[src/hdl/rv_pkg.sv]
package rv_pkg;

  // ----------------------------------------------------------
  // Widths
  // ----------------------------------------------------------
  localparam int xlen    = 32;
  localparam int reg_aw  = 5;
  // Instruction memory word address, 1024 words
  localparam int imem_aw = 10;

  // ----------------------------------------------------------
  // Major opcodes kept by this core
  // ----------------------------------------------------------
  localparam logic [6:0] opc_op_imm = 7'b0010011;
  localparam logic [6:0] opc_op     = 7'b0110011;
  localparam logic [6:0] opc_lui    = 7'b0110111;
  localparam logic [6:0] opc_auipc  = 7'b0010111;
  localparam logic [6:0] opc_jal    = 7'b1101111;
  localparam logic [6:0] opc_jalr   = 7'b1100111;
  localparam logic [6:0] opc_branch = 7'b1100011;
  localparam logic [6:0] opc_system = 7'b1110011;

  // ALU funct3 codes, shared by OP and OP-IMM
  localparam logic [2:0] f3_add  = 3'b000;
  localparam logic [2:0] f3_sll  = 3'b001;
  localparam logic [2:0] f3_slt  = 3'b010;
  localparam logic [2:0] f3_sltu = 3'b011;
  localparam logic [2:0] f3_xor  = 3'b100;
  localparam logic [2:0] f3_srl  = 3'b101;
  localparam logic [2:0] f3_or   = 3'b110;
  localparam logic [2:0] f3_and  = 3'b111;

  // Branch condition codes
  localparam logic [2:0] f3_beq  = 3'b000;
  localparam logic [2:0] f3_bne  = 3'b001;
  localparam logic [2:0] f3_blt  = 3'b100;
  localparam logic [2:0] f3_bge  = 3'b101;
  localparam logic [2:0] f3_bltu = 3'b110;
  localparam logic [2:0] f3_bgeu = 3'b111;

  // Only SYSTEM encoding that does anything here
  localparam logic [31:0] ebreak_word = 32'h0010_0073;

  typedef enum logic [3:0] {
    alu_add, alu_sub, alu_sll, alu_slt, alu_sltu,
    alu_xor, alu_srl, alu_sra, alu_or, alu_and
  } alu_op_t;

  // ----------------------------------------------------------
  // Instruction word, one view per encoding format
  // ----------------------------------------------------------
  typedef struct packed {
    logic [6:0] funct7;
    logic [4:0] rs2;
    logic [4:0] rs1;
    logic [2:0] funct3;
    logic [4:0] rd;
    logic [6:0] opcode;
  } r_fmt_t;

  typedef struct packed {
    logic [11:0] imm;
    logic [4:0]  rs1;
    logic [2:0]  funct3;
    logic [4:0]  rd;
    logic [6:0]  opcode;
  } i_fmt_t;

  // Store and branch share this split immediate layout
  typedef struct packed {
    logic [6:0] imm_hi;
    logic [4:0] rs2;
    logic [4:0] rs1;
    logic [2:0] funct3;
    logic [4:0] imm_lo;
    logic [6:0] opcode;
  } sb_fmt_t;

  // Upper immediate and jump share the 20-bit field
  typedef struct packed {
    logic [19:0] imm;
    logic [4:0]  rd;
    logic [6:0]  opcode;
  } uj_fmt_t;

  typedef union packed {
    r_fmt_t  r;
    i_fmt_t  i;
    sb_fmt_t sb;
    uj_fmt_t uj;
  } rv_instr_t;

endpackage

[src/hdl/rv_regfile.sv]
`timescale 1ns/100ps

module rv_regfile (
  input  logic                      clk,
  input  logic                      rst_n,
  input  logic [rv_pkg::reg_aw-1:0] rs1,
  input  logic [rv_pkg::reg_aw-1:0] rs2,
  input  logic                      wr_en,
  input  logic [rv_pkg::reg_aw-1:0] rd,
  input  logic [rv_pkg::xlen-1:0]   wr_data,
  output logic [rv_pkg::xlen-1:0]   rs1_data,
  output logic [rv_pkg::xlen-1:0]   rs2_data
);

  // x1..x31, x0 has no storage
  logic [rv_pkg::xlen-1:0] regs [1:31];

  // Write port, rd of zero never arrives with wr_en set
  always_ff @(posedge clk) begin
    if (!rst_n) begin
      for (int i = 1; i < 32; i++) begin
        regs[i] <= '0;
      end
    end else if (wr_en) begin
      regs[rd] <= wr_data;
    end
  end

  // Combinational reads, x0 reads as zero
  assign rs1_data = (rs1 == '0) ? '0 : regs[rs1];
  assign rs2_data = (rs2 == '0) ? '0 : regs[rs2];

endmodule

[config.mk]
export PLATFORM = sky130hd
export DESIGN_NAME = rv_regfile
export DESIGN_NICKNAME = d
export VERILOG_FILES = /design/src/hdl/rv_pkg.sv /design/src/hdl/rv_regfile.sv
export SDC_FILE = /design/constraint.sdc
export NUM_CORES = 2
export LEC_CHECK = 0
export BUFFER_PORTS_ARGS = -buffer_cell sky130_fd_sc_hd__buf_2
export CAP_MARGIN = 20
export CORE_MARGIN = 2
export CORE_UTILIZATION = 50
export CTS_CLUSTER_DIAMETER = 80
export DETAILED_ROUTE_END_ITERATION = 6
export GPL_TIMING_DRIVEN = 0
export PLACE_DENSITY = 0.66
export SYNTH_ARGS = -nofsm -noshare
export SYNTH_HDL_FRONTEND = slang
export SYNTH_SLANG_ARGS = --single-unit
export TNS_END_PERCENT = 1
[constraint.sdc]
create_clock -name clk -period 5.6 [get_ports clk]
set_input_delay 0.28 -clock clk [delete_from_list [all_inputs] [get_ports clk]]
set_output_delay 0.28 -clock clk [all_outputs]
set_load 0.1 [all_outputs]
Word level (Yosys, flattened, before mapping)
Memories as Yosys holds them, arrays and structs flattened. Index checks and enable logic that the tools add are counted.

Add/sub/neg operators: 0. $mul: 0. Div/mod/pow operators: 0. Order comparisons: 0. Equal/unequal tests: 0. Shifts and indexed selects: 0. Muxes and demuxes: 9. Bitwise gates (word level): 0. Reductions and logical operators: 3.

Operators by type and width (count): $mux 32 (3); $reduce_or 32->1 (1); $logic_not 5->1 (2); $mux 1 (5); $mux 5 (1).

Bits in registers: 0. Bits in latches: 0. Bits in writable memories: 992. Memory bits (read-only): 0. Input port bits: 50. Output and inout bits: 64. Word-level logic and storage cells: 13. Memories: 1.

Memories: regs (words 31, bits a word 32, rd ports 2, clocked after memory_dff 0, write ports 31, line rv_regfile.sv:16) `logic [rv_pkg::xlen-1:0] regs [1:31];`.

Depth between registers and ports, before layout
Depth after elaboration: 5. Gate-level depth with buffers: 9. Gate-level depth less buffers: 4.

Worst setup path after synthesis
No wires, ideal clock.

Path kind: input -> output. From: input rs1[1] (netlist bit). To: output rs1_data[11] (netlist bit). Arrival: 4.261 ns. Data required time: 5.320 ns. Setup slack: 1.059 ns. Stages: 8. Buffers on the path: 4. Cells stage by stage: buf_4 > buf_4 > buf_2 > and2_1 > buf_1 > a22oi_1 > a21oi_1 > nor4_1.

Longest elaborated chain between the ends: 2. Elaborated cells on any way between the ends: 3. Those cells by class: 1 x mux; 1 x reduce/logical; 1 x memory.

RTL lines: from (decl) (line rv_regfile.sv:6) `input logic [rv_pkg::reg_aw-1:0] rs1,`; $mem_v2 31x32 / $logic_not 5->1 (equally long branches); $mux 32 (*) (line rv_regfile.sv:30) `assign rs1_data = (rs1 == '0) ? '0 : regs[rs1];`; to (decl) (line rv_regfile.sv:11) `output logic [rv_pkg::xlen-1:0] rs1_data,`.

Mark *: on every way between the ends. The rest lies on a longest branch, timed or not.

Final worst setup path
From: input rs2[2] (netlist bit). To: output rs2_data[14] (netlist bit).

Longest elaborated chain between the ends: 2. Elaborated cells on any way between the ends: 3. Those cells by class: 1 x mux; 1 x reduce/logical; 1 x memory.

RTL lines: from (decl) (line rv_regfile.sv:7) `input logic [rv_pkg::reg_aw-1:0] rs2,`; $mem_v2 31x32 / $logic_not 5->1 (equally long branches); $mux 32 (*) (line rv_regfile.sv:31) `assign rs2_data = (rs2 == '0) ? '0 : regs[rs2];`; to (decl) (line rv_regfile.sv:12) `output logic [rv_pkg::xlen-1:0] rs2_data`.

Marks and branches as above.

==> summary.md <==
| Metric | Value |
|---|---|
| Final wirelength | between 200000 and 250000 µm |
| Data required, critical path | 5.32 ns |
| Avg Cell Area, Syn | approximately 15 µm² |
| Element type at the critical path start | primary input |
| Die width | roughly 330 µm |
| Worst hold path type | in -> reg |
| CTS sink count | 1024 |
| Clk root buf | clkbuf_16 |
| RSZ-0062 raised after global routing | false |
| DRT antenna net count | 0 |
| Crit path time final | around 5.3 ns |
| Status | completed |
| Initial antenna violation count | 11 |
| Number of synthesized flops with an enable pin | a little over 1k |
| Placed Area | between 0.05 and 0.06 mm² |
| Final instance area | 0.0617 mm² |
| Max_slew headroom | 0.140 |
| Number of buffers created by CTS | around 110 |
| Slew @ Worst Pin | roughly 1.3 ns |
| Nets | slightly below 4k |
| Post-synth top flop | edfxtp_1 |
| Max VDD drop | 0.000257 V |
| # placed instances | 5059 |
| Iteration-0 DRC Markers | between 6k and 7k |
| Leak | approximately 21 nW |
| Initial core utilization | 0.505 |
| Final hold vios | 0 |
| Synth Area in Compound Gates | 0.0386 |
| TritonCTS clock tree | done |
| CTS Buffer Depth | 3 |
| Area of the multi-input gates | ~0.022 mm² |
| Area grow syn2layout | 13.9% |
| Final Setup Violations | 0 |
| Tot GR Track Use | 0.379 |
| Most frequent cells in the layout | 1024 x edfxtp_1, 995 x and2_1, 474 x mux4_2 |
| Hold Path Stages | 2 |
| Post-CTS setup buffers | 0 |
| Largest family of logic cells by synthesized area | multiplexers |
| Remaining DRCs | 0 |
| Top Registers | regs: 1024 flops |
| Synth Area in XOR/XNOR | 0 |
| Yosys cell types | 41 |
| Fill count | roughly 8.4k |
| Yosys warning count | 0 |
| Vias in the first global route | between 30k and 40k |
| Die H | roughly 330 µm |
| Wire per inst | between 30 and 40 µm |
| Vias | 37.0k |
| Sequential share of the synthesized area | 0.568 |
| First-pass GRT wire length | between 200000 and 300000 µm |
| Total power | ~0.019 W |
| Num ports | approximately 110 |
| Post-synthesis mux area share | 0.232 |
| Final Slew Violations | 0 |
| Drt via density | about 7 |
| Most flops, register | regs |
| Dpl hpwl | 147000 µm |
| Post-Syn Instances | approximately 3.5k |
| H-Tree Depth | 3 |
| Synthesized area | roughly 0.054 mm² |
| Max_cap viols | 0 |
| Max FO, Critical Path | 10 |
| Post-route insts no fill | about 5.3k |
| Commonest non-fill, non-tap cell in the layout | edfxtp_1 |
| Max reg flops | approximately 1k |
| Reg area | between 0.03 and 0.04 mm² |
| Largest net degree at the start of global routing | 22 |
| WS Path Type | in -> out |
| Gp weighted congestion | around 1 |
| F_max | about 190 MHz |
| FFs w/ async S/R, synth | 0 |
| Worst-path clk slew | about 0.06 ns |
| Grt total ovfl | 0 |
| Core Region | around 0.11 mm² |
| Share of layout cells above drive strength 1 | 0.248 |
| Critical path capture point type | primary output |
| Synthesized flop and latch total | 1024 |
| Core Rows | 120 |
| Post-synthesis simple-gate area fraction | 0.129 |
| First-pass DRT Iterations | 5 |
| PortBufs | between 100 and 150 |
| Critical path arrival | 4.97 ns |
| Full die area | 0.111 mm² |
| Final Cycle Share | 0.938 |
| Synthesized net count | 3551 |
| PD cells | around 310 mW/mm² |
| Post-synthesis adder-cell area fraction | 0 |
[per-layer routing]
| layer | track usage | wire length, µm |
|---|---|---|
| met2 | 0.547 | 91300 |
| met1 | 0.505 | 73900 |
| met3 | 0.125 | 31200 |
| met5 | 0 | 78 |
| met4 | 0.220 | 14800 |
[cell families after synthesis]
group / after synthesis
AND/OR/NAND/NOR: 1140
flip-flops: 1024
multiplexers: 659
buffers and inverters: 390
AO/OA/AOI/OAI: 288
[cells in the mapped netlist (5+ instances only)]
| cell | number | area (µm²) |
|---|---|---|
| nor2b_1 | 9 | 56.3 |
| nand3b_1 | 5 | 37.5 |
| nand3_1 | 5 | 25.0 |
| o221ai_1 | 25 | 219 |
| nor2_1 | 37 | 139 |
| edfxtp_1 | 1024 | 30700 |
| nand2_1 | 8 | 30.0 |
| buf_6 | 6 | 67.6 |
| nor4_1 | 5 | 31.3 |
| a211oi_1 | 28 | 210 |
| nand2b_1 | 6 | 37.5 |
| mux2_2 | 32 | 360 |
| a22o_1 | 49 | 429 |
| and2_1 | 995 | 6220 |
| a21oi_1 | 14 | 70.1 |
| buf_1 | 13 | 48.8 |
| a2111oi_0 | 25 | 219 |
| nor3_1 | 53 | 265 |
| mux4_2 | 474 | 10700 |
| buf_4 | 49 | 368 |
| o22ai_1 | 77 | 482 |
| mux2i_1 | 153 | 1530 |
| buf_2 | 49 | 245 |
| clkbuf_1 | 272 | 1020 |
| a22oi_1 | 20 | 150 |
| o21ai_0 | 34 | 170 |
[path summary, 6_finish.rpt]
check / start / to / slack [ns]
max: rs2[2] / rs2_data[14] / 0.35
min: rst_n / regs[13][3]$_SDFFCE_PN0P_ / 0.14
[area by class of cell]
class	instances	share of cell area
flip-flops and latches	1024	0.499
multi-input cells	2087	0.357
clock buffers	130	0.0469
repair buffers	193	0.0315
plain buffers	389	0.0285
well taps	1403	0.0285
clock inverters	63	0.00919
diodes	5	0.000203
inverters	1	0.0000609
[worst max-delay path, cell delays in order]
cell,delay [ns]
buf_2,0.23
buf_2,0.52
nor2b_1,0.94
clkbuf_1,0.91
a2111oi_0,0.49
nor3_1,0.98
buf_2,0.58
[power by group]
part           switching, W  internal [W]
Combinational       0.00205      0.000993
Clock               0.00315       0.00415
Sequential         0.000220       0.00884
Total               0.00541        0.0140
[per-stage QoR]
| step | TNS (ns) | setup WS (ns) | util | hold WS, ns |
|---|---|---|---|---|
| 2_1_floorplan | 0 | 1.06 | - | 0.379 |
| 3_3_place_gp | -1542.15 | -1.94 | 0.526 | 0.529 |
| 3_5_place_dp | 0 | 0.626 | 0.539 | 0.528 |
| 4_1_cts | 0 | 0.620 | 0.575 | 0.123 |
| 5_1_grt | 0 | 0.561 | 0.575 | 0.141 |
| 6_report | 0 | 0.345 | 0.575 | 0.140 |
[timing repair]
item / in CTS / in global routing
hold buffers: 32 / 0
resized for setup: 0 / 0
endpoints found under the hold margin: 49 / 0
No activity file was read; power rests on OpenSTA's default activity.
