$ cat src/hdl/rv_pkg.sv
package rv_pkg;

  // ----------------------------------------------------------
  // Widths
  // ----------------------------------------------------------
  localparam int xlen    = 32;
  localparam int reg_aw  = 5;
  // Instruction memory word address, 1024 words
  localparam int imem_aw = 10;

  // ----------------------------------------------------------
  // Major opcodes kept by this core
  // ----------------------------------------------------------
  localparam logic [6:0] opc_op_imm = 7'b0010011;
  localparam logic [6:0] opc_op     = 7'b0110011;
  localparam logic [6:0] opc_lui    = 7'b0110111;
  localparam logic [6:0] opc_auipc  = 7'b0010111;
  localparam logic [6:0] opc_jal    = 7'b1101111;
  localparam logic [6:0] opc_jalr   = 7'b1100111;
  localparam logic [6:0] opc_branch = 7'b1100011;
  localparam logic [6:0] opc_system = 7'b1110011;

  // ALU funct3 codes, shared by OP and OP-IMM
  localparam logic [2:0] f3_add  = 3'b000;
  localparam logic [2:0] f3_sll  = 3'b001;
  localparam logic [2:0] f3_slt  = 3'b010;
  localparam logic [2:0] f3_sltu = 3'b011;
  localparam logic [2:0] f3_xor  = 3'b100;
  localparam logic [2:0] f3_srl  = 3'b101;
  localparam logic [2:0] f3_or   = 3'b110;
  localparam logic [2:0] f3_and  = 3'b111;

  // Branch condition codes
  localparam logic [2:0] f3_beq  = 3'b000;
  localparam logic [2:0] f3_bne  = 3'b001;
  localparam logic [2:0] f3_blt  = 3'b100;
  localparam logic [2:0] f3_bge  = 3'b101;
  localparam logic [2:0] f3_bltu = 3'b110;
  localparam logic [2:0] f3_bgeu = 3'b111;

  // Only SYSTEM encoding that does anything here
  localparam logic [31:0] ebreak_word = 32'h0010_0073;

  typedef enum logic [3:0] {
    alu_add, alu_sub, alu_sll, alu_slt, alu_sltu,
    alu_xor, alu_srl, alu_sra, alu_or, alu_and
  } alu_op_t;

  // ----------------------------------------------------------
  // Instruction word, one view per encoding format
  // ----------------------------------------------------------
  typedef struct packed {
    logic [6:0] funct7;
    logic [4:0] rs2;
    logic [4:0] rs1;
    logic [2:0] funct3;
    logic [4:0] rd;
    logic [6:0] opcode;
  } r_fmt_t;

  typedef struct packed {
    logic [11:0] imm;
    logic [4:0]  rs1;
    logic [2:0]  funct3;
    logic [4:0]  rd;
    logic [6:0]  opcode;
  } i_fmt_t;

  // Store and branch share this split immediate layout
  typedef struct packed {
    logic [6:0] imm_hi;
    logic [4:0] rs2;
    logic [4:0] rs1;
    logic [2:0] funct3;
    logic [4:0] imm_lo;
    logic [6:0] opcode;
  } sb_fmt_t;

  // Upper immediate and jump share the 20-bit field
  typedef struct packed {
    logic [19:0] imm;
    logic [4:0]  rd;
    logic [6:0]  opcode;
  } uj_fmt_t;

  typedef union packed {
    r_fmt_t  r;
    i_fmt_t  i;
    sb_fmt_t sb;
    uj_fmt_t uj;
  } rv_instr_t;

endpackage

$ cat src/hdl/rv_alu.sv
`timescale 1ns/100ps

module rv_alu (
  input  rv_pkg::alu_op_t         op,
  input  logic [rv_pkg::xlen-1:0] a,
  input  logic [rv_pkg::xlen-1:0] b,
  input  logic [2:0]              cond,
  input  logic [rv_pkg::xlen-1:0] rs1_data,
  input  logic [rv_pkg::xlen-1:0] rs2_data,
  output logic [rv_pkg::xlen-1:0] result,
  output logic                    taken
);

  logic [4:0] shamt;
  logic       br_eq;
  logic       br_lt;
  logic       br_ltu;

  // Shift amount from low five bits of either register or immediate
  assign shamt = b[4:0];

  // ----------------------------------------------------------
  // Integer operations
  // ----------------------------------------------------------
  always_comb begin
    case (op)
      rv_pkg::alu_add:  result = a + b;
      rv_pkg::alu_sub:  result = a - b;
      rv_pkg::alu_sll:  result = a << shamt;
      rv_pkg::alu_slt:  result = {31'b0, $signed(a) < $signed(b)};
      rv_pkg::alu_sltu: result = {31'b0, a < b};
      rv_pkg::alu_xor:  result = a ^ b;
      rv_pkg::alu_srl:  result = a >> shamt;
      // Arithmetic shift keeps the sign bit
      rv_pkg::alu_sra:  result = $signed(a) >>> shamt;
      rv_pkg::alu_or:   result = a | b;
      rv_pkg::alu_and:  result = a & b;
      default:          result = '0;
    endcase
  end

  // ----------------------------------------------------------
  // Branch comparator, always on the two register values
  // ----------------------------------------------------------
  assign br_eq  = (rs1_data == rs2_data);
  assign br_lt  = ($signed(rs1_data) < $signed(rs2_data));
  assign br_ltu = (rs1_data < rs2_data);

  always_comb begin
    case (cond)
      rv_pkg::f3_beq:  taken = br_eq;
      rv_pkg::f3_bne:  taken = !br_eq;
      rv_pkg::f3_blt:  taken = br_lt;
      rv_pkg::f3_bge:  taken = !br_lt;
      rv_pkg::f3_bltu: taken = br_ltu;
      rv_pkg::f3_bgeu: taken = !br_ltu;
      // 010 and 011 are not branch codes
      default:         taken = 1'b0;
    endcase
  end

endmodule

$ cat config.mk
export PLATFORM = sky130hd
export DESIGN_NAME = rv_alu
export DESIGN_NICKNAME = d
export VERILOG_FILES = /design/src/hdl/rv_pkg.sv /design/src/hdl/rv_alu.sv
export SDC_FILE = /design/constraint.sdc
export NUM_CORES = 1
export LEC_CHECK = 0
export BUFFER_PORTS_ARGS = -buffer_cell sky130_fd_sc_hd__buf_2
export CORE_MARGIN = 3
export CORE_UTILIZATION = 35
export DETAILED_ROUTE_END_ITERATION = 8
export REMOVE_ABC_BUFFERS = 1
export SLEW_MARGIN = 10
export SYNTH_ARGS = -nofsm -noshare
export SYNTH_HDL_FRONTEND = slang
export SYNTH_SLANG_ARGS = --single-unit
$ cat constraint.sdc
create_clock -name vclk -period 6.8
set_input_delay 0.34 -clock vclk [all_inputs]
set_output_delay 0.34 -clock vclk [all_outputs]
set_load 0.01 [all_outputs]
==> Yosys cells after proc, flatten, opt, wreduce, memory -nomap -nowiden <==
Cells that the tools add are included.
{ "totals": {"ff_bits": 0, "input_bits": 135, "out_inout_bits": 33} }
{ "op_classes": {"add_sub_neg": 2, "magnitude_cmp": 4, "n_eq_ne": 15, "shifts": 3, "n_mux": 2, "n_bitwise": 3, "n_reduce_logical": 5} }
{ "ops": {"columns": ["op", "n"], "rows": [
  ["32-bit one-hot mux with 10 select lines", 1],
  ["32-bit < comparator", 4],
  ["32-bit adder", 1],
  ["32-bit bitwise AND", 1],
  ["32-bit == test", 1],
  ["32-bit bitwise OR", 1],
  ["32-bit by 5-bit << shifter with 32-bit output", 1],
  ["32-bit by 5-bit right shift with 32-bit output", 1],
  ["32-bit by 5-bit >>> shifter with 32-bit output", 1],
  ["32-bit subtractor", 1],
  ["32-bit bitwise XOR", 1],
  ["4-bit by 3-bit == test with 1-bit output (second input constant)", 4],
  ["3-bit == test (second input constant)", 4],
  ["4-bit by 2-bit == test with 1-bit output (second input constant)", 2],
  ["4-bit == test (second input constant)", 2],
  ["1-bit one-hot mux with 6 select lines", 1],
  ["4-bit by 1-bit == test with 1-bit output (second input constant)", 1],
  ["4-bit logical NOT", 1],
  ["3-bit by 1-bit == test with 1-bit output (second input constant)", 1],
  ["1-bit logical NOT", 3],
  ["3-bit logical NOT", 1]
]} }

==> Depth between registers and ports, before layout <==
{ "logic_depth": {"depth_word": 3, "ltp_mapped": 14} }

==> Worst setup path after synthesis <==
No wires, ideal clock.
{ "synth_timing": {"kind": "input port to output port", "from": "input b[2] (netlist bit)", "to": "output result[29] (netlist bit)", "arrival_time_ns": 3.661, "required_time_ns": 6.460, "slack_ns": 2.799, "stages": 14, "cell_sequence": "clkbuf_1 > inv_2 > buf_1 > clkbuf_1 > ha_1 > or2b_1 > o311ai_0 > o211ai_2 > o311ai_0 > nand4_1 > or3b_2 > a41oi_1 > mux2i_1 > nand3_1"} }
{ "synth_between": {"elab_chain_len": 2} }
{ "synth_rtl": {"columns": ["item", "line_no", "source"], "rows": [
  ["from (decl)", "rv_alu.sv:6", "input logic [rv_pkg::xlen-1:0] b,"],
  ["32-bit subtractor, or another cell as far along", "rv_alu.sv:28", "rv_pkg::alu_sub: result = a - b;"],
  ["32-bit one-hot mux with 10 select lines *", "rv_alu.sv:26", "case (op)"],
  ["to (decl)", "rv_alu.sv:10", "output logic [rv_pkg::xlen-1:0] result,"]
]} }
Mark *: on every way between the ends. The rest lies on a longest branch, timed or not.

==> Final worst setup path <==
{ "layout_timing": {"from": "input b[1] (netlist bit)", "to": "output result[31] (netlist bit)"} }
The elaborated chain is that of the path after synthesis.

==> run metrics <==
Hold Slack 0.989 ns; first-pass GRT wire length 64300 µm; flip-flop and latch count 0; initial antenna violation count 2; DRC Markers 0; Ports 168; vias in the first global route 10500; Starting Density 35.7%; Hold Path Sink taken; final std cells w/o fill 1829; placed inst area 10300 µm²; normalized max-slew margin 43.4%; setup bufs post-CTS 0; wire per inst 23.5 µm; final setup violation count 0; status complete, no violations; final worst path period need 4.60 ns; max cap viols 0; Static Leak 4.84 nW; Die Footprint 28700 µm²; hold path depth 3; layout cell share with drive strength beyond 1 16.7%; CTS Hold Bufs 0; std cell rows 59; Synth Instances 1409; Tot Pwr 0.844 mW; CP dominant cell by count buf_2; final WL 43000 µm; largest net degree at the start of global routing 69; die span in x 169 µm; sequential area share after synthesis 0%; Flop pwr share 0%; critical path, cell by cell buf_2 > clkinv_1 > ha_1 > nor2_1 > o311ai_0 > o211ai_2 > o31a_1 > a2111oi_0 > a211oi_1 > a21oi_1 > mux2_1 > nand3_1 > buf_2; Cell variety after synth 80; VDD IR-drop max 0.0319 mV; clk_buf instances 0; WP data arrival 4.26 ns; Starting DRT DRC Count 1275; DP Wirelength 33600 µm; worst hold-check path type input port to primary output; IO buf count 168; Reg area 0 µm²; dpl ws 2.35 ns; PostCTS Resize Cnt 0; Setup WS post-layout 2.20 ns; Met1 Routed Length 19000 µm; Sw Ratio 63.0%; worst-path maximum fanout 13; Critical Path Max Stage Delay 0.64 ns; Via Count 11500; Avg Inst Size Synth 6.63 µm²; Slew Viols, Final 0; drt first pass iters 8; maximum clock rate 217 MHz; Layout area overhead 10.6%; DR top layer met5; met3 routed WL 3700 µm; Synth top area share 17.3%; Comb power frac 100.0%; Int Power 0.312 mW; Die Height 169 µm; worst slew pin tran 0.828 ns; RSZ-0062 raised after global routing no; Inst Count DP 1829; CP max stage cell o311ai_0; Worst setup SP type input port; grt total ovfl 0; HP Start cond[2]; Yosys warnings 0; Via density 6.26; fin crit share 67.6%; PwrDens 81.7 nW/µm²; NetSw 0.532 mW; Mapped Area 9340 µm²; Placer Congestion 0.976; Final Core Density 39.5%; Worst Path Required 6.46 ns; # diodes 0; kind of critical path input port to primary output; Layout fillers 2893; ANT nets after route 0; met2 routed wirelength 19100 µm; GRT Total Usage 28.3%; core area 26100 µm²; Setup TNS Final 0 ns; post-route design area 10300 µm²; Hold Vio Cnt, Final 0; nets 1762; ranking of synthesized cells by area ha_1 (17%), o21ai_0 (7.5%), mux4_2 (7.5%); CP Capture Type primary output; Yosys top cell by area ha_1; Clock Power Share 0%
synthesized netlist by cell type (11+ instances only):
| library cell | number |
|---|---|
| nor2b_1 | 15 |
| nor2_1 | 166 |
| a21o_1 | 34 |
| buf_1 | 12 |
| o221ai_1 | 12 |
| ha_1 | 129 |
| o211ai_1 | 33 |
| inv_1 | 130 |
| a221oi_1 | 21 |
| nand2_1 | 91 |
| clkbuf_1 | 66 |
| nor3_1 | 42 |
| a211oi_1 | 27 |
| mux2i_1 | 44 |
| nand4_1 | 11 |
| buf_2 | 20 |
| o31ai_1 | 20 |
| a21oi_1 | 111 |
| a211o_1 | 12 |
| or3_1 | 25 |
| xnor2_1 | 15 |
| nand2b_1 | 23 |
| o21ai_0 | 140 |
| nand3_1 | 30 |
| mux4_2 | 31 |
cell type report:
cell class | count | area (µm²) | share of cell area, %
Timing Repair Buffer | 187 | 986 | 9.55
Inverter | 134 | 508 | 4.92
Tap cell | 335 | 419 | 4.06
Multi-Input combinational cell | 1173 | 8410 | 81.5
worst max-delay path by stage:
stage / from / to / slack [ns] / cells after the start
after floorplan: b[1] / result[0] / 2.84 / 11
after global placement: b[1] / result[25] / 2.39 / 13
after detailed placement: b[1] / result[25] / 2.35 / 13
after CTS: b[1] / result[25] / 2.34 / 13
after global routing: b[1] / result[31] / 2.04 / 13
final: b[1] / result[31] / 2.20 / 13
logic make-up (layout without fill, tap and decap cells):
group | Yosys count | count (layout) | share of synthesized area (%)
muxes | 84 | 84 | 13.3
adders and majority gates | 131 | 131 | 17.7
AOI/OAI and AO/OA | 497 | 497 | 35.1
xor gates and xnor gates | 19 | 19 | 1.78
buffers and inverters | 236 | 321 | 10.1
and+or+nand+nor | 442 | 442 | 22.0
power by group through the flow:
stage	registers [mW]	logic, mW	clock network (mW)
floorplan	0	0.505	0
global route	0	0.914	0
CTS	0	0.825	0
global placement	0	0.824	0
finish	0	0.844	0
detailed placement	0	0.821	0
metal layers:
layer,track usage (%),vias to the layer above
li1,-,5371
met1,40.7,5323
met4,6.97,4
met2,45.8,692
met5,0,-
met3,2.45,62
worst max-delay path: cells and delay by family:
| kind | cells | cell delay [ns] |
|---|---|---|
| AOI/OAI and AO/OA | 6 | 2.38 |
| buffers and inverters | 3 | 0.57 |
| adders and majority gates | 1 | 0.48 |
| muxes | 1 | 0.34 |
| and+or+nand+nor | 2 | 0.14 |
cells in the final DEF (no fill, tap or decap), types with 33 or more instances in the layout:
cell	n
o211ai_1	33
a21oi_1	111
mux2i_1	44
nor3_1	40
nor2_1	166
buf_2	167
ha_1	129
inv_1	130
a21o_1	34
nand2_1	91
o21ai_0	140
No activity file was read; power rests on OpenSTA's default activity.
