[config.mk]
export PLATFORM = sky130hd
export DESIGN_NAME = rv_decoder
export DESIGN_NICKNAME = d
export VERILOG_FILES = /design/src/hdl/rv_pkg.sv /design/src/hdl/rv_decoder.sv
export SDC_FILE = /design/constraint.sdc
export NUM_CORES = 1
export LEC_CHECK = 0
export BUFFER_PORTS_ARGS = -buffer_cell sky130_fd_sc_hd__buf_2
export CAP_MARGIN = 0
export CORE_AREA = 2 2 124 126
export DETAILED_ROUTE_END_ITERATION = 8
export DIE_AREA = 0 0 126 128
export PLACE_DENSITY = 0.76
export SYNTH_ARGS = -nofsm -noshare
export SYNTH_HDL_FRONTEND = slang
export SYNTH_SLANG_ARGS = --single-unit
[constraint.sdc]
create_clock -name vclk -period 11.2
set_input_delay 0.56 -clock vclk [all_inputs]
set_output_delay 0.56 -clock vclk [all_outputs]
set_load 0.05 [all_outputs]
[src/hdl/rv_pkg.sv]
package rv_pkg;

  // ----------------------------------------------------------
  // Widths
  // ----------------------------------------------------------
  localparam int xlen    = 32;
  localparam int reg_aw  = 5;
  // Instruction memory word address, 1024 words
  localparam int imem_aw = 10;

  // ----------------------------------------------------------
  // Major opcodes kept by this core
  // ----------------------------------------------------------
  localparam logic [6:0] opc_op_imm = 7'b0010011;
  localparam logic [6:0] opc_op     = 7'b0110011;
  localparam logic [6:0] opc_lui    = 7'b0110111;
  localparam logic [6:0] opc_auipc  = 7'b0010111;
  localparam logic [6:0] opc_jal    = 7'b1101111;
  localparam logic [6:0] opc_jalr   = 7'b1100111;
  localparam logic [6:0] opc_branch = 7'b1100011;
  localparam logic [6:0] opc_system = 7'b1110011;

  // ALU funct3 codes, shared by OP and OP-IMM
  localparam logic [2:0] f3_add  = 3'b000;
  localparam logic [2:0] f3_sll  = 3'b001;
  localparam logic [2:0] f3_slt  = 3'b010;
  localparam logic [2:0] f3_sltu = 3'b011;
  localparam logic [2:0] f3_xor  = 3'b100;
  localparam logic [2:0] f3_srl  = 3'b101;
  localparam logic [2:0] f3_or   = 3'b110;
  localparam logic [2:0] f3_and  = 3'b111;

  // Branch condition codes
  localparam logic [2:0] f3_beq  = 3'b000;
  localparam logic [2:0] f3_bne  = 3'b001;
  localparam logic [2:0] f3_blt  = 3'b100;
  localparam logic [2:0] f3_bge  = 3'b101;
  localparam logic [2:0] f3_bltu = 3'b110;
  localparam logic [2:0] f3_bgeu = 3'b111;

  // Only SYSTEM encoding that does anything here
  localparam logic [31:0] ebreak_word = 32'h0010_0073;

  typedef enum logic [3:0] {
    alu_add, alu_sub, alu_sll, alu_slt, alu_sltu,
    alu_xor, alu_srl, alu_sra, alu_or, alu_and
  } alu_op_t;

  // ----------------------------------------------------------
  // Instruction word, one view per encoding format
  // ----------------------------------------------------------
  typedef struct packed {
    logic [6:0] funct7;
    logic [4:0] rs2;
    logic [4:0] rs1;
    logic [2:0] funct3;
    logic [4:0] rd;
    logic [6:0] opcode;
  } r_fmt_t;

  typedef struct packed {
    logic [11:0] imm;
    logic [4:0]  rs1;
    logic [2:0]  funct3;
    logic [4:0]  rd;
    logic [6:0]  opcode;
  } i_fmt_t;

  // Store and branch share this split immediate layout
  typedef struct packed {
    logic [6:0] imm_hi;
    logic [4:0] rs2;
    logic [4:0] rs1;
    logic [2:0] funct3;
    logic [4:0] imm_lo;
    logic [6:0] opcode;
  } sb_fmt_t;

  // Upper immediate and jump share the 20-bit field
  typedef struct packed {
    logic [19:0] imm;
    logic [4:0]  rd;
    logic [6:0]  opcode;
  } uj_fmt_t;

  typedef union packed {
    r_fmt_t  r;
    i_fmt_t  i;
    sb_fmt_t sb;
    uj_fmt_t uj;
  } rv_instr_t;

endpackage

[src/hdl/rv_decoder.sv]
`timescale 1ns/100ps

module rv_decoder (
  input  logic                      run,
  input  logic [rv_pkg::xlen-1:0]   instr,
  input  logic [rv_pkg::xlen-1:0]   pc,
  input  logic [rv_pkg::xlen-1:0]   rs1_data,
  input  logic [rv_pkg::xlen-1:0]   rs2_data,
  input  logic [rv_pkg::xlen-1:0]   alu_result,
  input  logic                      taken,
  output logic [rv_pkg::reg_aw-1:0] rs1,
  output logic [rv_pkg::reg_aw-1:0] rs2,
  output logic [rv_pkg::reg_aw-1:0] rd,
  output rv_pkg::alu_op_t           alu_op,
  output logic [rv_pkg::xlen-1:0]   alu_a,
  output logic [rv_pkg::xlen-1:0]   alu_b,
  output logic [2:0]                cond,
  output logic                      wb_en,
  output logic [rv_pkg::xlen-1:0]   wb_data,
  output logic                      pc_sel_jump,
  output logic [rv_pkg::xlen-1:0]   jump_target,
  output logic                      ebreak
);

  rv_pkg::rv_instr_t ins;

  logic [rv_pkg::xlen-1:0] imm_i;
  logic [rv_pkg::xlen-1:0] imm_b;
  logic [rv_pkg::xlen-1:0] imm_u;
  logic [rv_pkg::xlen-1:0] imm_j;
  logic [rv_pkg::xlen-1:0] pc_off;
  logic [rv_pkg::xlen-1:0] pc_imm;
  logic [rv_pkg::xlen-1:0] pc_plus4;
  logic [rv_pkg::xlen-1:0] jalr_sum;
  logic                    is_reg_op;
  logic                    wb_req;
  logic                    jump_req;
  logic                    ebreak_req;

  assign ins = instr;

  // Register fields sit in the same place in every format
  assign rs1  = ins.r.rs1;
  assign rs2  = ins.r.rs2;
  assign rd   = ins.r.rd;
  assign cond = ins.r.funct3;

  // ----------------------------------------------------------
  // Immediates, all sign-extended from bit 31
  // ----------------------------------------------------------
  assign imm_i = {{20{ins.i.imm[11]}}, ins.i.imm};
  // B: imm_hi holds [12|10:5], imm_lo holds [4:1|11]
  assign imm_b = {{20{ins.sb.imm_hi[6]}}, ins.sb.imm_lo[0], ins.sb.imm_hi[5:0],
                  ins.sb.imm_lo[4:1], 1'b0};
  assign imm_u = {ins.uj.imm, 12'b0};
  // J: field holds [20|10:1|11|19:12]
  assign imm_j = {{12{ins.uj.imm[19]}}, ins.uj.imm[7:0], ins.uj.imm[8],
                  ins.uj.imm[18:9], 1'b0};

  // ----------------------------------------------------------
  // Address arithmetic
  // ----------------------------------------------------------
  // One PC-relative adder serves AUIPC, JAL and branches
  always_comb begin
    case (ins.r.opcode)
      rv_pkg::opc_auipc: pc_off = imm_u;
      rv_pkg::opc_jal:   pc_off = imm_j;
      default:           pc_off = imm_b;
    endcase
  end

  assign pc_imm   = pc + pc_off;
  assign pc_plus4 = pc + rv_pkg::xlen'(4);
  assign jalr_sum = rs1_data + imm_i;

  // JALR target has bit 0 forced low
  assign jump_target = (ins.r.opcode == rv_pkg::opc_jalr) ? {jalr_sum[31:1], 1'b0} : pc_imm;

  // ----------------------------------------------------------
  // ALU operation from funct3
  // ----------------------------------------------------------
  assign is_reg_op = (ins.r.opcode == rv_pkg::opc_op);

  always_comb begin
    case (ins.r.funct3)
      // SUB only exists in the register form
      rv_pkg::f3_add:  alu_op = (is_reg_op && ins.r.funct7[5]) ? rv_pkg::alu_sub
                                                                : rv_pkg::alu_add;
      rv_pkg::f3_sll:  alu_op = rv_pkg::alu_sll;
      rv_pkg::f3_slt:  alu_op = rv_pkg::alu_slt;
      rv_pkg::f3_sltu: alu_op = rv_pkg::alu_sltu;
      rv_pkg::f3_xor:  alu_op = rv_pkg::alu_xor;
      // SRAI carries the same funct7 bit inside its immediate
      rv_pkg::f3_srl:  alu_op = ins.r.funct7[5] ? rv_pkg::alu_sra : rv_pkg::alu_srl;
      rv_pkg::f3_or:   alu_op = rv_pkg::alu_or;
      default:         alu_op = rv_pkg::alu_and;
    endcase
  end

  // Operand a is always rs1, b is the register or the I immediate
  assign alu_a = rs1_data;
  assign alu_b = is_reg_op ? rs2_data : imm_i;

  // ----------------------------------------------------------
  // Write-back source and next-PC source
  // ----------------------------------------------------------
  always_comb begin
    wb_req     = 1'b0;
    wb_data    = alu_result;
    jump_req   = 1'b0;
    ebreak_req = 1'b0;
    case (ins.r.opcode)
      rv_pkg::opc_op_imm,
      rv_pkg::opc_op: begin
        wb_req = 1'b1;
      end
      rv_pkg::opc_lui: begin
        wb_req  = 1'b1;
        wb_data = imm_u;
      end
      rv_pkg::opc_auipc: begin
        wb_req  = 1'b1;
        wb_data = pc_imm;
      end
      // Both jumps link to the next sequential address
      rv_pkg::opc_jal,
      rv_pkg::opc_jalr: begin
        wb_req   = 1'b1;
        wb_data  = pc_plus4;
        jump_req = 1'b1;
      end
      rv_pkg::opc_branch: begin
        jump_req = taken;
      end
      rv_pkg::opc_system: begin
        ebreak_req = (instr == rv_pkg::ebreak_word);
      end
      // Anything else falls through as a no-op
      default: begin
        wb_req = 1'b0;
      end
    endcase
  end

  // Nothing takes effect while idle, writes to x0 are dropped here
  assign wb_en       = run && wb_req && (ins.r.rd != '0);
  assign pc_sel_jump = run && jump_req;
  assign ebreak      = run && ebreak_req;

endmodule

After elaboration in Yosys (flattened, before gate mapping)
Index checks and enable logic that the tools add are counted.

Equality and inequality tests: 15. Muxes and demuxes: 10. Add/subtract/negate cells: 3. Reductions and logical operators: 9.

Operators by type and width (number): 32-bit one-hot mux with 3 select lines (1); 32-bit adder (2); 32-bit two-way mux (2); 31-bit one-hot mux with 2 select lines (1); 32-bit by 3-bit adder with 32-bit output (second input constant) (1); 32-bit by 21-bit equality test with 1-bit output (second input constant) (1); 7-bit equality test (second input constant) (4); 4-bit one-hot mux with 7 select lines (1); 7-bit by 5-bit equality test with 1-bit output (second input constant) (2); 7-bit by 6-bit equality test with 1-bit output (second input constant) (2); 3-bit equality test (second input constant) (3); 3-bit by 2-bit equality test with 1-bit output (second input constant) (2); 6-bit OR reduction (1); 1-bit logical AND (5); 5-bit nonzero test (1); 1-bit two-way mux (4); 3-bit by 1-bit equality test with 1-bit output (second input constant) (1); 3-bit zero test (1); 1-bit one-hot mux with 2 select lines (1); 2-bit OR reduction (1).

Register bits: 0. Input port bits: 162. Output and inout bits: 153. Logic and storage cells: 37.

Logic depth before layout (Yosys ltp)
Depth after elaboration: 5. Gate-level depth with buffers: 19. Gate-level depth less buffers: 17.

Worst setup path before layout
OpenSTA, ideal clock, no wires.

Kind: input -> output. Start: input instr[3] in the netlist's numbering. End: output wb_data[28] in the netlist's numbering. Arrival time: 4.805 ns. Cell stages on the path: 17. Path slack: 5.835 ns. Required time: 10.640 ns. Path through: nand2b_1 -> nor3_2 -> nand2_1 -> nor2_1 -> a21oi_1 -> and2_0 -> clkbuf_1 -> a21o_1 -> ha_1 -> a211oi_1 -> o21ai_0 -> a221oi_2 -> o32ai_2 -> o41ai_2 -> o21bai_1 -> xnor2_1 -> o21ai_0.

Longest elaborated chain between the ends: 4. Elaborated cells between the ends (all ways): 8. Those cells by class: add/sub: 1; eq/ne: 4; mux: 2; reduce/logical: 1.

RTL lines: start: declaration (RTL line rv_decoder.sv:5) `input logic [rv_pkg::xlen-1:0] instr,`; 7-bit equality test / 7-bit by 5-bit equality test with 1-bit output (equally long branches) (RTL line rv_decoder.sv:65, rv_decoder.sv:112); 31-bit one-hot mux with 2 select lines (RTL line rv_decoder.sv:65) `case (ins.r.opcode)`; 32-bit adder (RTL line rv_decoder.sv:72) `assign pc_imm = pc + pc_off;`; 32-bit one-hot mux with 3 select lines (*) (RTL line rv_decoder.sv:112) `case (ins.r.opcode)`; end: declaration (RTL line rv_decoder.sv:19) `output logic [rv_pkg::xlen-1:0] wb_data,`.

Every way passes the cells marked *; elsewhere a longest branch is shown, timed or not.

Worst setup path after layout
Start: input instr[5] in the netlist's numbering. End: output jump_target[23] in the netlist's numbering.

Longest elaborated chain between the ends: 4. Elaborated cells between the ends (all ways): 6. Those cells by class: add/sub: 1; eq/ne: 3; mux: 2.

RTL lines: 7-bit equality test / 7-bit by 5-bit equality test with 1-bit output (equally long branches) (RTL line rv_decoder.sv:65); 31-bit one-hot mux with 2 select lines (RTL line rv_decoder.sv:65); 32-bit adder (RTL line rv_decoder.sv:72); 32-bit two-way mux (*) (RTL line rv_decoder.sv:77) `assign jump_target = (ins.r.opcode == rv_pkg::opc_jalr) ? {jalr_sum[31:1], 1'b0} : pc_imm;`; end: declaration (RTL line rv_decoder.sv:21) `output logic [rv_pkg::xlen-1:0] jump_target,`.

Marks and branches as above.

==> run summary <==
Avg Synthesized Cell Area: 6.84 um^2
Fmax: 170 MHz
Post-synthesis instance total: 846
Seq_cells: 0
Register area share after synthesis: 0%
DP HPWL: 21.3 mm
Syn. warnings: 0
First DRT Iteration DRCs: 657
RSZ-0062 raised after global routing: no
Routed Antenna Nets: 0
Crit path DAT: 5.32 ns
Slowest-stage cell, CP: nor3_1
Rel. slew slack: 6.32%
Total power: 0.568 mW
Antenna violations before repair: 0
Finish-stage setup viols: 0
Starting Density: 38.9%
Synth top cells by count: nand2_1, ha_1, o21ai_0, a21o_1, a21oi_1
Die Ht: 128 um
Global Route Usage Sum: 29.8%
Crit path launch type: primary input
Final Core Density: 47.8%
CP Max Fanout: 35
Synth-to-Final Area Change: 23.0%
Post-CTS resize count: 0
Nets: 1309
P per Cell Area: 79.9 mW/mm^2
Core outline area: 0.0149 mm^2
Pre-CTS setup slack: 5.46 ns
Status: completed
Cell Rows: 45
First-pass GRT wire length: 38.2 mm
Min cycle time layout: 5.88 ns
Remaining DRCs: 0
Crit Path Class: in -> out
Final worst-path cycle share: 52.5%
Slew @ Worst Pin: 1.40 ns
Yosys top cell by area: ha_1
Largest net degree at the start of global routing: 36
Max-slew violations: 0
Leak: 3.67 nW
Gpl congestion: 0.983
Worst hold slack: 1.42 ns
Worst EP required: 10.64 ns
I/O pin total: 315
Layout cells sized above 1: 33.0%
Max-cap violations: 0
Setup Fix Bufs, Post-CTS: 0
Post-CTS Hold Buffers: 0
CP cell instances: buf_2 > inv_2 > nor3_1 > and2_1 > buf_4 > a21oi_1 > a32o_1 > ha_1 > fa_1 > a211oi_1 > nor4_1 > nor2_1 > o21ai_1 > nor2_1 > o21bai_1 > a211oi_1 > xor2_1 > o21ai_0 > buf_2
Top-count cell post-synth: nand2_1
Fillers: 1606
Top post-synthesis cells by area: ha_1, a21o_1, nand2_1, xor2_1, xnor2_1
Syn Std Cell Area: 0.00578 mm^2
Share of the synthesized area in the top cell type: 13.4%
VDD IR max: 0.0852 mV
Seq. cell area: 0 um^2
DR vias/cell: 5.91
Net Count, Synth: 1072
Die area: 0.0161 mm^2
Number of diodes: 0
TNS Setup: 0 ns
Slowest stage delay, CP: 0.43 ns
GRT overflow: 0
Drt first pass iters: 5
Routed WL: 26.1 mm
CP Capture Type: primary output
Routed length per instance: 20.6 um
PortBufs: 315
Vias in the first global route: 6790
Final worst-path setup slack: 5.32 ns
Hold Fails Final Rpt: 0
Routed via count: 7505
Yosys cell types: 73
Die span in x: 126 um
Hold/Removal Path Class: in -> out
Clock buf count: 0
kinds of logic (layout without fill, tap and decap cells):
group | Yosys count | after routing | synth area share [%]
XOR/XNOR | 87 | 87 | 13.2
adder cells (fa/ha/maj) | 64 | 64 | 14.1
AO/OA/AOI/OAI | 293 | 293 | 35.3
buffers and inverters | 104 | 339 | 10.6
AND/OR/NAND/NOR | 279 | 279 | 23.3
multiplexers | 19 | 19 | 3.53
cell usage in the layout, fill, tap and decap left out, types with 6 or more instances in the layout:
cell,n
a211oi_1,15
a21o_1,57
a21oi_1,54
a222oi_1,16
a31oi_1,7
and2_1,13
and3_1,16
buf_2,315
buf_4,7
ha_1,62
inv_1,16
mux2_2,11
mux2i_1,8
nand2_1,109
nand3_1,25
nand4_1,12
nor2_1,52
nor2b_1,11
nor3_1,8
o211ai_1,7
o21a_1,6
o21ai_0,61
o21ai_1,8
o21bai_1,12
xnor2_1,43
xor2_1,44
per-layer routing:
metal / wire length (um) / share of wire [%] / vias up / global-route usage [%]
li1: - / - / 3567 / -
met1: 10900 / 42 / 3452 / 39.7
met2: 11700 / 45 / 417 / 49.2
met3: 2360 / 9.1 / 69 / 3.96
met4: 1100 / 4.2 / 0 / 11.1
met5: 0 / 0 / - / 0
power breakdown:
part	internal [mW]	switching [mW]	total, mW	leakage, nW
clock	0	0	0	0
combinational	0.168	0.400	0.568	3.67
sequential	0	0	0	0
layout make-up:
type               instances  area [um^2]  area share, %
inverters                 17         63.8          0.897
multi-input cells        742         5180           72.9
well taps                188          235           3.31
repair buffers           322         1630           22.9
stage by stage:
stage,area (um^2),instances
2_1_floorplan,5780,846
3_5_place_dp,7110,1269
3_3_place_gp,7110,1269
4_1_cts,7110,1269
6_report,7110,1269
5_1_grt,7110,1269
worst max-delay path: cells and delay by family:
kind	cells	cell delay [ns]
xor+xnor	1	0.41
buf+inv	4	0.93
compound gates	7	1.64
fa+ha+maj	2	0.64
simple gates	5	1.13
worst paths after layout:
kind / start / to / slack [ns] / cells after the start
hold / removal: rs1_data[21] / alu_a[21] / 1.42 / 2
setup / recovery: instr[5] / jump_target[23] / 5.32 / 19
Note: power is estimated with default switching activity, not from simulation.
